File: src/common/interconnectPkg.sv
// Widths are fixed here; two masters and four slaves only, and slave selection uses top address bits
package interconnectPkg;

    ////////////////////
    // Widths and counts
    ////////////////////
    localparam int addrWidth     = 32;
    localparam int idWidth       = 4;
    localparam int lenWidth      = 8;
    localparam int sizeWidth     = 3;
    localparam int burstWidth    = 2;
    localparam int numMasters    = 2;
    localparam int numSlaves     = 4;
    localparam int slaveSelWidth = 2;

    // Slave side ID carries the master index as its top bit
    localparam int slaveIdWidth  = idWidth + 1;

    ////////////////////
    // Payloads
    ////////////////////

    // Read address request as a master presents it
    typedef struct packed {
        logic [addrWidth-1:0]  addr;
        logic [idWidth-1:0]    id;
        logic [lenWidth-1:0]   len;
        logic [sizeWidth-1:0]  size;
        logic [burstWidth-1:0] burst;
    } arPayload;

    // Request as broadcast on the shared slave bus
    typedef struct packed {
        logic [addrWidth-1:0]    addr;
        logic [slaveIdWidth-1:0] id;
        logic [lenWidth-1:0]     len;
        logic [sizeWidth-1:0]    size;
        logic [burstWidth-1:0]   burst;
    } slavePayload;

    ////////////////////
    // Arbiter states
    ////////////////////
    typedef enum logic [1:0] {
        m0PriorityIdle = 2'd0,
        m1PriorityIdle = 2'd1,
        m0WaitAccept   = 2'd2,
        m1WaitAccept   = 2'd3
    } arbState;

endpackage
File: src/logic/readAddressInterconnect.sv
// Read address channel only; two masters, four slaves on one shared payload bus
`timescale 1ns/1ps

module readAddressInterconnect
(
    input  logic                                                 clock,
    input  logic                                                 resetn,
    input  logic [interconnectPkg::numMasters-1:0]               masterValid,
    input  interconnectPkg::arPayload [interconnectPkg::numMasters-1:0] masterPayload,
    output logic [interconnectPkg::numMasters-1:0]               masterReady,
    input  logic [interconnectPkg::numSlaves-1:0]                slaveReady,
    output logic [interconnectPkg::numSlaves-1:0]                slaveValid,
    output interconnectPkg::slavePayload                         slavePayloadOut
);

    logic                         grant;
    logic                         grantIndex;
    logic                         accepted;
    interconnectPkg::slavePayload grantedPayload;

    ////////////////////
    // Input side
    ////////////////////
    masterArbiter u_masterArbiter
    (
        .clock          (clock),
        .resetn         (resetn),
        .masterValid    (masterValid),
        .masterPayload  (masterPayload),
        .masterReady    (masterReady),
        .accepted       (accepted),
        .grant          (grant),
        .grantIndex     (grantIndex),
        .grantedPayload (grantedPayload)
    );

    ////////////////////
    // Capture and decode
    ////////////////////
    addressStage u_addressStage
    (
        .clock           (clock),
        .resetn          (resetn),
        .grant           (grant),
        .grantedPayload  (grantedPayload),
        .slaveReady      (slaveReady),
        .slaveValid      (slaveValid),
        .slavePayloadOut (slavePayloadOut),
        .accepted        (accepted)
    );

    ////////////////////
    // Output side
    ////////////////////
    readyReturn u_readyReturn
    (
        .clock       (clock),
        .resetn      (resetn),
        .grant       (grant),
        .grantIndex  (grantIndex),
        .accepted    (accepted),
        .masterReady (masterReady)
    );

endmodule

File: src/logic/readyReturn.sv
// Master ready is a single-cycle pulse one clock after acceptance, never a level
`timescale 1ns/1ps

module readyReturn
(
    input  logic                                   clock,
    input  logic                                   resetn,
    input  logic                                   grant,
    input  logic                                   grantIndex,
    input  logic                                   accepted,
    output logic [interconnectPkg::numMasters-1:0] masterReady
);

    logic owner;

    ////////////////////
    // Owner of the request in flight
    ////////////////////
    always_ff @(posedge clock or negedge resetn)
    begin
        if (!resetn)
        begin
            owner <= 1'b0;
        end
        else if (grant)
        begin
            owner <= grantIndex;
        end
    end

    ////////////////////
    // Ready pulse
    ////////////////////
    always_ff @(posedge clock or negedge resetn)
    begin
        if (!resetn)
        begin
            masterReady <= '0;
        end
        else
        begin
            masterReady <= '0;
            if (accepted)
            begin
                masterReady[owner] <= 1'b1;
            end
        end
    end

    // A master is never granted again while its ready is up
    assert property (@(posedge clock) disable iff (!resetn)
        grant |-> !masterReady[grantIndex]);

endmodule

File: src/logic/addressStage.sv
// Assumes grant never arrives while a request is held; payload reads zero whenever no slave valid
`timescale 1ns/1ps

module addressStage
(
    input  logic                                  clock,
    input  logic                                  resetn,
    input  logic                                  grant,
    input  interconnectPkg::slavePayload          grantedPayload,
    input  logic [interconnectPkg::numSlaves-1:0] slaveReady,
    output logic [interconnectPkg::numSlaves-1:0] slaveValid,
    output interconnectPkg::slavePayload          slavePayloadOut,
    output logic                                  accepted
);

    logic [interconnectPkg::slaveSelWidth-1:0] grantSel;
    logic [interconnectPkg::slaveSelWidth-1:0] heldSel;
    logic [interconnectPkg::numSlaves-1:0]     grantDecode;
    logic [interconnectPkg::numSlaves-1:0]     heldDecode;

    ////////////////////
    // Address decode
    ////////////////////

    // Address space split evenly by the top bits
    assign grantSel = grantedPayload.addr[interconnectPkg::addrWidth-1 -:
                                          interconnectPkg::slaveSelWidth];
    assign heldSel  = slavePayloadOut.addr[interconnectPkg::addrWidth-1 -:
                                           interconnectPkg::slaveSelWidth];

    always_comb
    begin
        grantDecode           = '0;
        grantDecode[grantSel] = 1'b1;
        heldDecode            = '0;
        heldDecode[heldSel]   = 1'b1;
    end

    // Handshake on the addressed slave only
    assign accepted = slaveValid[heldSel] & slaveReady[heldSel];

    ////////////////////
    // Slave valids
    ////////////////////
    always_ff @(posedge clock or negedge resetn)
    begin
        if (!resetn)
        begin
            slaveValid <= '0;
        end
        else if (accepted)
        begin
            slaveValid <= slaveValid & ~heldDecode;
        end
        else if (grant)
        begin
            slaveValid <= grantDecode;
        end
    end

    ////////////////////
    // Payload capture
    ////////////////////

    // Held under back-pressure, zeroed once taken
    always_ff @(posedge clock or negedge resetn)
    begin
        if (!resetn)
        begin
            slavePayloadOut <= '0;
        end
        else if (accepted)
        begin
            slavePayloadOut <= '0;
        end
        else if (grant)
        begin
            slavePayloadOut <= grantedPayload;
        end
    end

    // A new grant never lands on a request still held
    assert property (@(posedge clock) disable iff (!resetn)
        grant |-> (slaveValid == '0));

    // Stalled request stays put until the slave takes it
    assert property (@(posedge clock) disable iff (!resetn)
        (|(slaveValid & ~slaveReady)) |=> $stable(slaveValid) && $stable(slavePayloadOut));

endmodule

File: src/logic/masterArbiter.sv
// Grant is combinational and only issued while idle; one request in flight until accepted
`timescale 1ns/1ps

module masterArbiter
(
    input  logic                                                 clock,
    input  logic                                                 resetn,
    input  logic [interconnectPkg::numMasters-1:0]               masterValid,
    input  interconnectPkg::arPayload [interconnectPkg::numMasters-1:0] masterPayload,
    input  logic [interconnectPkg::numMasters-1:0]               masterReady,
    input  logic                                                 accepted,
    output logic                                                 grant,
    output logic                                                 grantIndex,
    output interconnectPkg::slavePayload                         grantedPayload
);

    interconnectPkg::arbState                     state;
    interconnectPkg::arbState                     nextState;
    logic [interconnectPkg::numMasters-1:0]       pending;
    interconnectPkg::arPayload                    selected;

    // A master whose ready is up this cycle was just served
    assign pending = masterValid & ~masterReady;

    ////////////////////
    // State register
    ////////////////////
    always_ff @(posedge clock or negedge resetn)
    begin
        if (!resetn)
        begin
            state <= interconnectPkg::m0PriorityIdle;
        end
        else
        begin
            state <= nextState;
        end
    end

    ////////////////////
    // Round robin choice
    ////////////////////
    always_comb
    begin
        nextState  = state;
        grant      = 1'b0;
        grantIndex = 1'b0;
        case (state)
            interconnectPkg::m0PriorityIdle:
            begin
                if (pending[0])
                begin
                    grant      = 1'b1;
                    grantIndex = 1'b0;
                    nextState  = interconnectPkg::m0WaitAccept;
                end
                else if (pending[1])
                begin
                    grant      = 1'b1;
                    grantIndex = 1'b1;
                    nextState  = interconnectPkg::m1WaitAccept;
                end
            end
            interconnectPkg::m1PriorityIdle:
            begin
                if (pending[1])
                begin
                    grant      = 1'b1;
                    grantIndex = 1'b1;
                    nextState  = interconnectPkg::m1WaitAccept;
                end
                else if (pending[0])
                begin
                    grant      = 1'b1;
                    grantIndex = 1'b0;
                    nextState  = interconnectPkg::m0WaitAccept;
                end
            end
            // Priority passes to the other master once accepted
            interconnectPkg::m0WaitAccept:
            begin
                if (accepted)
                begin
                    nextState = interconnectPkg::m1PriorityIdle;
                end
            end
            interconnectPkg::m1WaitAccept:
            begin
                if (accepted)
                begin
                    nextState = interconnectPkg::m0PriorityIdle;
                end
            end
        endcase
    end

    ////////////////////
    // Request mux
    ////////////////////
    assign selected = masterPayload[grantIndex];

    always_comb
    begin
        grantedPayload.addr  = selected.addr;
        grantedPayload.id    = {grantIndex, selected.id};
        grantedPayload.len   = selected.len;
        grantedPayload.size  = selected.size;
        grantedPayload.burst = selected.burst;
    end

    // Acceptance only answers a request that is in flight
    assert property (@(posedge clock) disable iff (!resetn)
        accepted |-> (state == interconnectPkg::m0WaitAccept ||
                      state == interconnectPkg::m1WaitAccept));

endmodule

File: config.mk
export PLATFORM = sky130hd
export DESIGN_NAME = readAddressInterconnect
export DESIGN_NICKNAME = d
export VERILOG_FILES = /design/src/common/interconnectPkg.sv /design/src/logic/readAddressInterconnect.sv /design/src/logic/readyReturn.sv /design/src/logic/addressStage.sv /design/src/logic/masterArbiter.sv
export SDC_FILE = /design/constraint.sdc
export NUM_CORES = 1
export LEC_CHECK = 0
export BUFFER_PORTS_ARGS = -buffer_cell sky130_fd_sc_hd__buf_2
export CORE_MARGIN = 2
export CORE_UTILIZATION = 48
export DETAILED_ROUTE_END_ITERATION = 10
export GPL_TIMING_DRIVEN = 0
export PLACE_DENSITY = 0.86
export SYNTH_ARGS = -nofsm -noshare
export SYNTH_HDL_FRONTEND = slang
export SYNTH_SLANG_ARGS = --single-unit
export TNS_END_PERCENT = 1
File: constraint.sdc
create_clock -name clock -period 3.8 [get_ports clock]
set_input_delay 0.76 -clock clock [delete_from_list [all_inputs] [get_ports clock]]
set_output_delay 0.76 -clock clock [all_outputs]
set_load 0.02 [all_outputs]
## Word level (Yosys, flattened, before mapping)

Cells that the tools add are included.

| cells by class | value |
|---|---|
| order comparisons | 7 |
| eq/ne operators | 7 |
| muxes and demuxes | 31 |
| bitwise gates (word level) | 5 |
| reductions and logical operators | 6 |

Operators by type and width:

| operator | number |
|---|---|
| $mux W50 | 2 |
| $mux W49 | 2 |
| $mux W2 | 7 |
| $mux W1 | 10 |
| $mux W4 | 2 |
| $pmux W2 S4 | 1 |
| $lt A2 B3 Y1 const B | 2 |
| $ne A3 B1 Y1 const B | 2 |
| $and A4 B4 Y4 | 1 |
| $bmux W1 S2 | 2 |
| $demux W1 S2 | 2 |
| $eq A2 B2 Y1 const B | 2 |
| $ge A2 B1 Y1 const B | 2 |
| $lt A1 B2 Y1 const B | 2 |
| $ne A2 B2 Y1 const B | 2 |
| $not A4 Y4 | 1 |
| $pmux W1 S2 | 2 |
| $reduce_and A4 Y1 | 1 |
| $logic_and A1 B1 Y1 | 3 |
| $and A2 B2 Y2 | 1 |
| $eq A2 B1 Y1 const B | 1 |
| $logic_not A2 Y1 | 1 |
| $not A2 Y2 | 1 |
| $reduce_bool A2 Y1 | 1 |
| 3 further kinds | 3 |

| word-level totals | value |
|---|---|
| flip-flop bits (word level) | 59 |

## Logic depth before layout (Yosys ltp)

| logic depth | value |
|---|---|
| word-level depth | 13 |
| gate-level depth with buffers | 6 |
| depth with buffers taken out | 4 |

## Cells and area by module

From an unflattened synthesis, not the netlist that was laid out.

| unflattened totals | value |
|---|---|
| cells, all modules | 266 |
| area, all modules | 3442.1 um^2 |

By module, submodules not included:

| module | times used | cells an instance | area each (um^2) | sequential area each (um^2) |
|---|---|---|---|---|
| addressStage | 1 | 189 | 2381.0 | 1351.3 |
| masterArbiter | 1 | 71 | 958.4 | 50.0 |
| readyReturn | 1 | 6 | 102.6 | 75.1 |

## Worst setup path before layout

Ideal clock, no wire load.

| timing path | value |
|---|---|
| path type | input port to flip-flop |
| start point | input masterValid[0] (netlist bit) |
| end point | register, netlist name u_addressStage.slavePayloadOut[48] |
| library setup time | 0.122 ns |
| arrival time | 1.698 ns |
| setup slack | 1.981 ns |
| cell stages on the path | 5 |
| path buffers | 1 |
| cells stage by stage | or3b_4 > nand2_4 > buf_6 > mux2i_1 > o2bb2ai_1 |

| on the way | value |
|---|---|
| word-level cells in the longest chain between the ends | 7 |
| elaborated cells on any way between the ends | 12 |

Ends and longest elaborated chain:

| what | line | source |
|---|---|---|
| from (decl) | readAddressInterconnect.sv:8 | `input logic [interconnectPkg::numMasters-1:0] masterValid,` |
| $and A2 B2 Y2 (*) | masterArbiter.sv:23 | `assign pending = masterValid & ~masterReady;` |
| $mux W1 | masterArbiter.sv:51 | `if (pending[0])` |
| $pmux W1 S2 | masterArbiter.sv:48 | `case (state)` |
| $mux W49 (not written as such) (2 in a row) | masterArbiter.sv:100 | `assign selected = masterPayload[grantIndex];` |
| $mux W50 | addressStage.sv:76 | `else if (grant)` |
| $mux W50 | addressStage.sv:72 | `else if (accepted)` |

Mark *: on every way between the ends. The rest lies on a longest branch, timed or not. The select of a mux whose other input is x is not followed.
A chain may end at the register's enable or synchronous reset.

## Worst setup path after layout

| timing path | value |
|---|---|
| start point | register, netlist name u_addressStage.slavePayloadOut[49] |
| end point | output slavePayloadOut[49] (netlist bit) |

RTL lines:

| what | line | source |
|---|---|---|
| to (decl) | readAddressInterconnect.sv:13 | `output interconnectPkg::slavePayload slavePayloadOut` |

No word-level cell between the ends.

==> flow_metrics.env <==
export IMPL_status="finished clean"
export IMPL_setup_viol=0
export IMPL_r2r_end="u_addressStage.slavePayloadOut[31]"
export IMPL_yosys_area_top_type="dfrtp_1"
export IMPL_crit_required_ns=3.04
export IMPL_io_buffers=161
export IMPL_dp_final_hpwl_um=5380
export IMPL_htree_levels=3
export IMPL_cts_sinks=59
export IMPL_layout_drive_gt1_share_pct=49.6
export IMPL_cp_end_kind="output port"
export IMPL_cts_buffers=9
export IMPL_vias_per_cell=5.29
export IMPL_setup_tns_ns=0
export IMPL_powerDensity_mw_per_mm2=778
export IMPL_drc=0
export IMPL_postLayoutSetupSlackWorst_ns=1.98
export IMPL_post_cts_buffers=0
export IMPL_clkSlewWorstSetupHoldPaths_ns=0.07
export IMPL_hold_violations=0
export IMPL_critPathKind="register to output port"
export IMPL_num_antenna_cells=0
export IMPL_hold_class="register to register"
export IMPL_rrSetupSlack_ns=2.03
export IMPL_syn_inst=222
export IMPL_cap_violations=0
export IMPL_synth_top_area_share_pct=51.0
export IMPL_drtIter0Drc=67
export IMPL_r2r_cells=5
export IMPL_synth_edf_count=0
export IMPL_wl_um=7120
export IMPL_slew_headroom_pct=52.7
export IMPL_synth_avg_cell_area_um2=13.0
export IMPL_gp_congestion=0.803
export IMPL_die_area_mm2=0.00667
export IMPL_clock_path_buffers=2
export IMPL_max_freq_mhz=548
export IMPL_num_vias=2506
export IMPL_synth_main_ff_cell="dfrtp_1"
export IMPL_die_h_um=81.7
export IMPL_postRouteAntennaNets=0
export IMPL_critPathLaunchType="register"
export IMPL_synthesis_nets=328
export IMPL_ctsResizeCount=0
export IMPL_grt_total_usage_pct=21.1
export IMPL_skew_ns=0.00736
export IMPL_ys_ff_latch=59
export IMPL_antenna_found_initial=0
export IMPL_hold_end="u_readyReturn.masterReady[0]"
export IMPL_grt_pass1_vias=2285
export IMPL_worst_path_stages=1
export IMPL_peakVddDrop_v=0.000399
export IMPL_io_pins=162
export IMPL_pre_cts_slack_ns=1.70
export IMPL_ys_warnings_count=0
export IMPL_timing_rr_start="u_addressStage.slavePayloadOut[49]"
export IMPL_synth_area_mm2=0.00290
export IMPL_p_leak_nw=2.32
export IMPL_grt_pass1_wl_um=10500
export IMPL_synthTopCellsByArea="dfrtp_1 51%, mux2i_1 19%, o2bb2ai_1 15%, buf_6 3.1%, buf_4 1.3%"
export IMPL_die_x_um=81.7
export IMPL_min_period_over_period_pct=48.0
export IMPL_crit_path_max_incr_delay_ns=0.51
export IMPL_cts_hold_buffers=0
export IMPL_finalCriticalPeriod_ns=1.82
export IMPL_worstSkewPairLatency_ns=0.32
export IMPL_core_area_mm2=0.00589
export IMPL_yosys_top_cells_count="59 x dfrtp_1, 54 x mux2i_1, 49 x o2bb2ai_1"
export IMPL_drt_pre_antenna_iters=4
export IMPL_wl_per_cell_um=15.0
export IMPL_crit_path_cell_trace="buf_2"
export IMPL_tritoncts="yes"
export IMPL_root_buffer="clkbuf_8"
export IMPL_rsz0062_at_grt="no"
export IMPL_yosysSeqAreaShare_pct=51.0
export IMPL_placementRows=28
export IMPL_crit_family="flip-flops"
export IMPL_synth_cell_types=32
export IMPL_slew_viol_final=0
export IMPL_start_util_pct=49.2
export IMPL_slowest_stage="dfrtp_1"
export IMPL_worst_hold_startpoint="u_readyReturn.owner"
export IMPL_crit_buf_inv=1
export IMPL_crit_fanout=9
export IMPL_yosysMostFrequentCell="dfrtp_1"
export IMPL_cp_arrival_ns=1.06
export IMPL_grt_max_degree=60
export IMPL_worstMarginPinSlew_ns=0.709
export IMPL_nets=500
export IMPL_area_growth_pct=38.7
export IMPL_ys_async_sr_fraction_pct=100
export IMPL_grt_overflow=0
export IMPL_hold_path_cell_count=1
routing by layer:
layer  share of wire [%]  wire (um)  track usage [%]  up-vias
met5                   0          0                0        -
met4                 1.4        102             9.17        0
met3                 7.4        525             4.62       11
met2                  50       3570             35.7      111
met1                  41       2920             26.2     1190
li1                    -          -                -     1194
sequential cells by signal (all words and copies together), names as in the netlist:
register and count:
u_addressStage.slavePayloadOut 50, u_addressStage.slaveValid 4, u_masterArbiter.state 2, u_readyReturn.masterReady 2, u_readyReturn.owner 1
through the flow:
| stage | power, mW | hold slack [ns] | instance area [um^2] | utilization, % | cells |
|---|---|---|---|---|---|
| after floorplan | 2.04 | 0.403 | 2900 | - | 222 |
| after global placement | 2.48 | 0.414 | 3800 | 64.5 | 458 |
| after detailed placement | 2.53 | 0.433 | 3800 | 64.5 | 458 |
| after CTS | 3.16 | 0.443 | 4020 | 68.2 | 474 |
| after global routing | 3.32 | 0.456 | 4020 | 68.3 | 474 |
| final | 3.13 | 0.443 | 4020 | 68.3 | 474 |
layout by cell type (no fill, tap or decap), types with 3 or more instances in the layout:
master       n
nand2b_1     3
buf_4        6
nand4b_1     3
mux2i_1     54
buf_6        8
nor2b_1      5
nor2_1       3
dfrtp_1     59
buf_2      162
nand2_1      5
o2bb2ai_1   49
clkbuf_8    10
worst max-delay path by stage:
stage | slack [ns] | end | startpoint
final | 1.98 | slavePayloadOut[49] | u_addressStage.slavePayloadOut[49]
after CTS | 1.97 | slavePayloadOut[49] | u_addressStage.slavePayloadOut[49]
after floorplan | 1.98 | u_addressStage.slavePayloadOut[48] | masterValid[0]
after detailed placement | 1.70 | u_addressStage.slavePayloadOut[46] | masterValid[0]
after global placement | 1.72 | u_addressStage.slavePayloadOut[33] | slaveReady[0]
after global routing | 1.90 | u_addressStage.slavePayloadOut[31] | u_addressStage.slavePayloadOut[49]
worst reg2reg max path, delay by kind of cell, from the launching register on:
kind                   cells  cell delay (ns)
AOI/OAI and AO/OA          1             0.18
buffers and inverters      1             0.38
and+or+nand+nor            3             0.62
DFF                        1             0.51
layout make-up:
class | instances | area [um^2]
Buffer | 16 | 141
Clock buffer | 12 | 145
Clock inverter | 4 | 73.8
Fill cell | 450 | 1870
Inverter | 1 | 3.75
Multi-Input combinational cell | 146 | 1270
Sequential cell | 59 | 1480
Tap cell | 75 | 93.8
Timing Repair Buffer | 161 | 808
cells by family (layout without fill, tap and decap cells):
kind of cell,Yosys count,in the layout,synth area share (%)
flip-flops,59,59,51.0
adder cells (fa/ha/maj),1,1,0.346
AND/OR/NAND/NOR,32,32,7.43
AO/OA/AOI/OAI,56,56,16.5
buffers and inverters,17,194,5.01
XOR/XNOR,1,1,0.302
multiplexers,56,56,19.4
where the power goes:
part	internal [mW]	total (mW)	switching [mW]
Sequential	0.881	1.04	0.157
Clock	0.388	0.626	0.238
Combinational	0.619	1.46	0.842
Total	1.89	3.13	1.24
No activity file was read; power rests on OpenSTA's default activity.
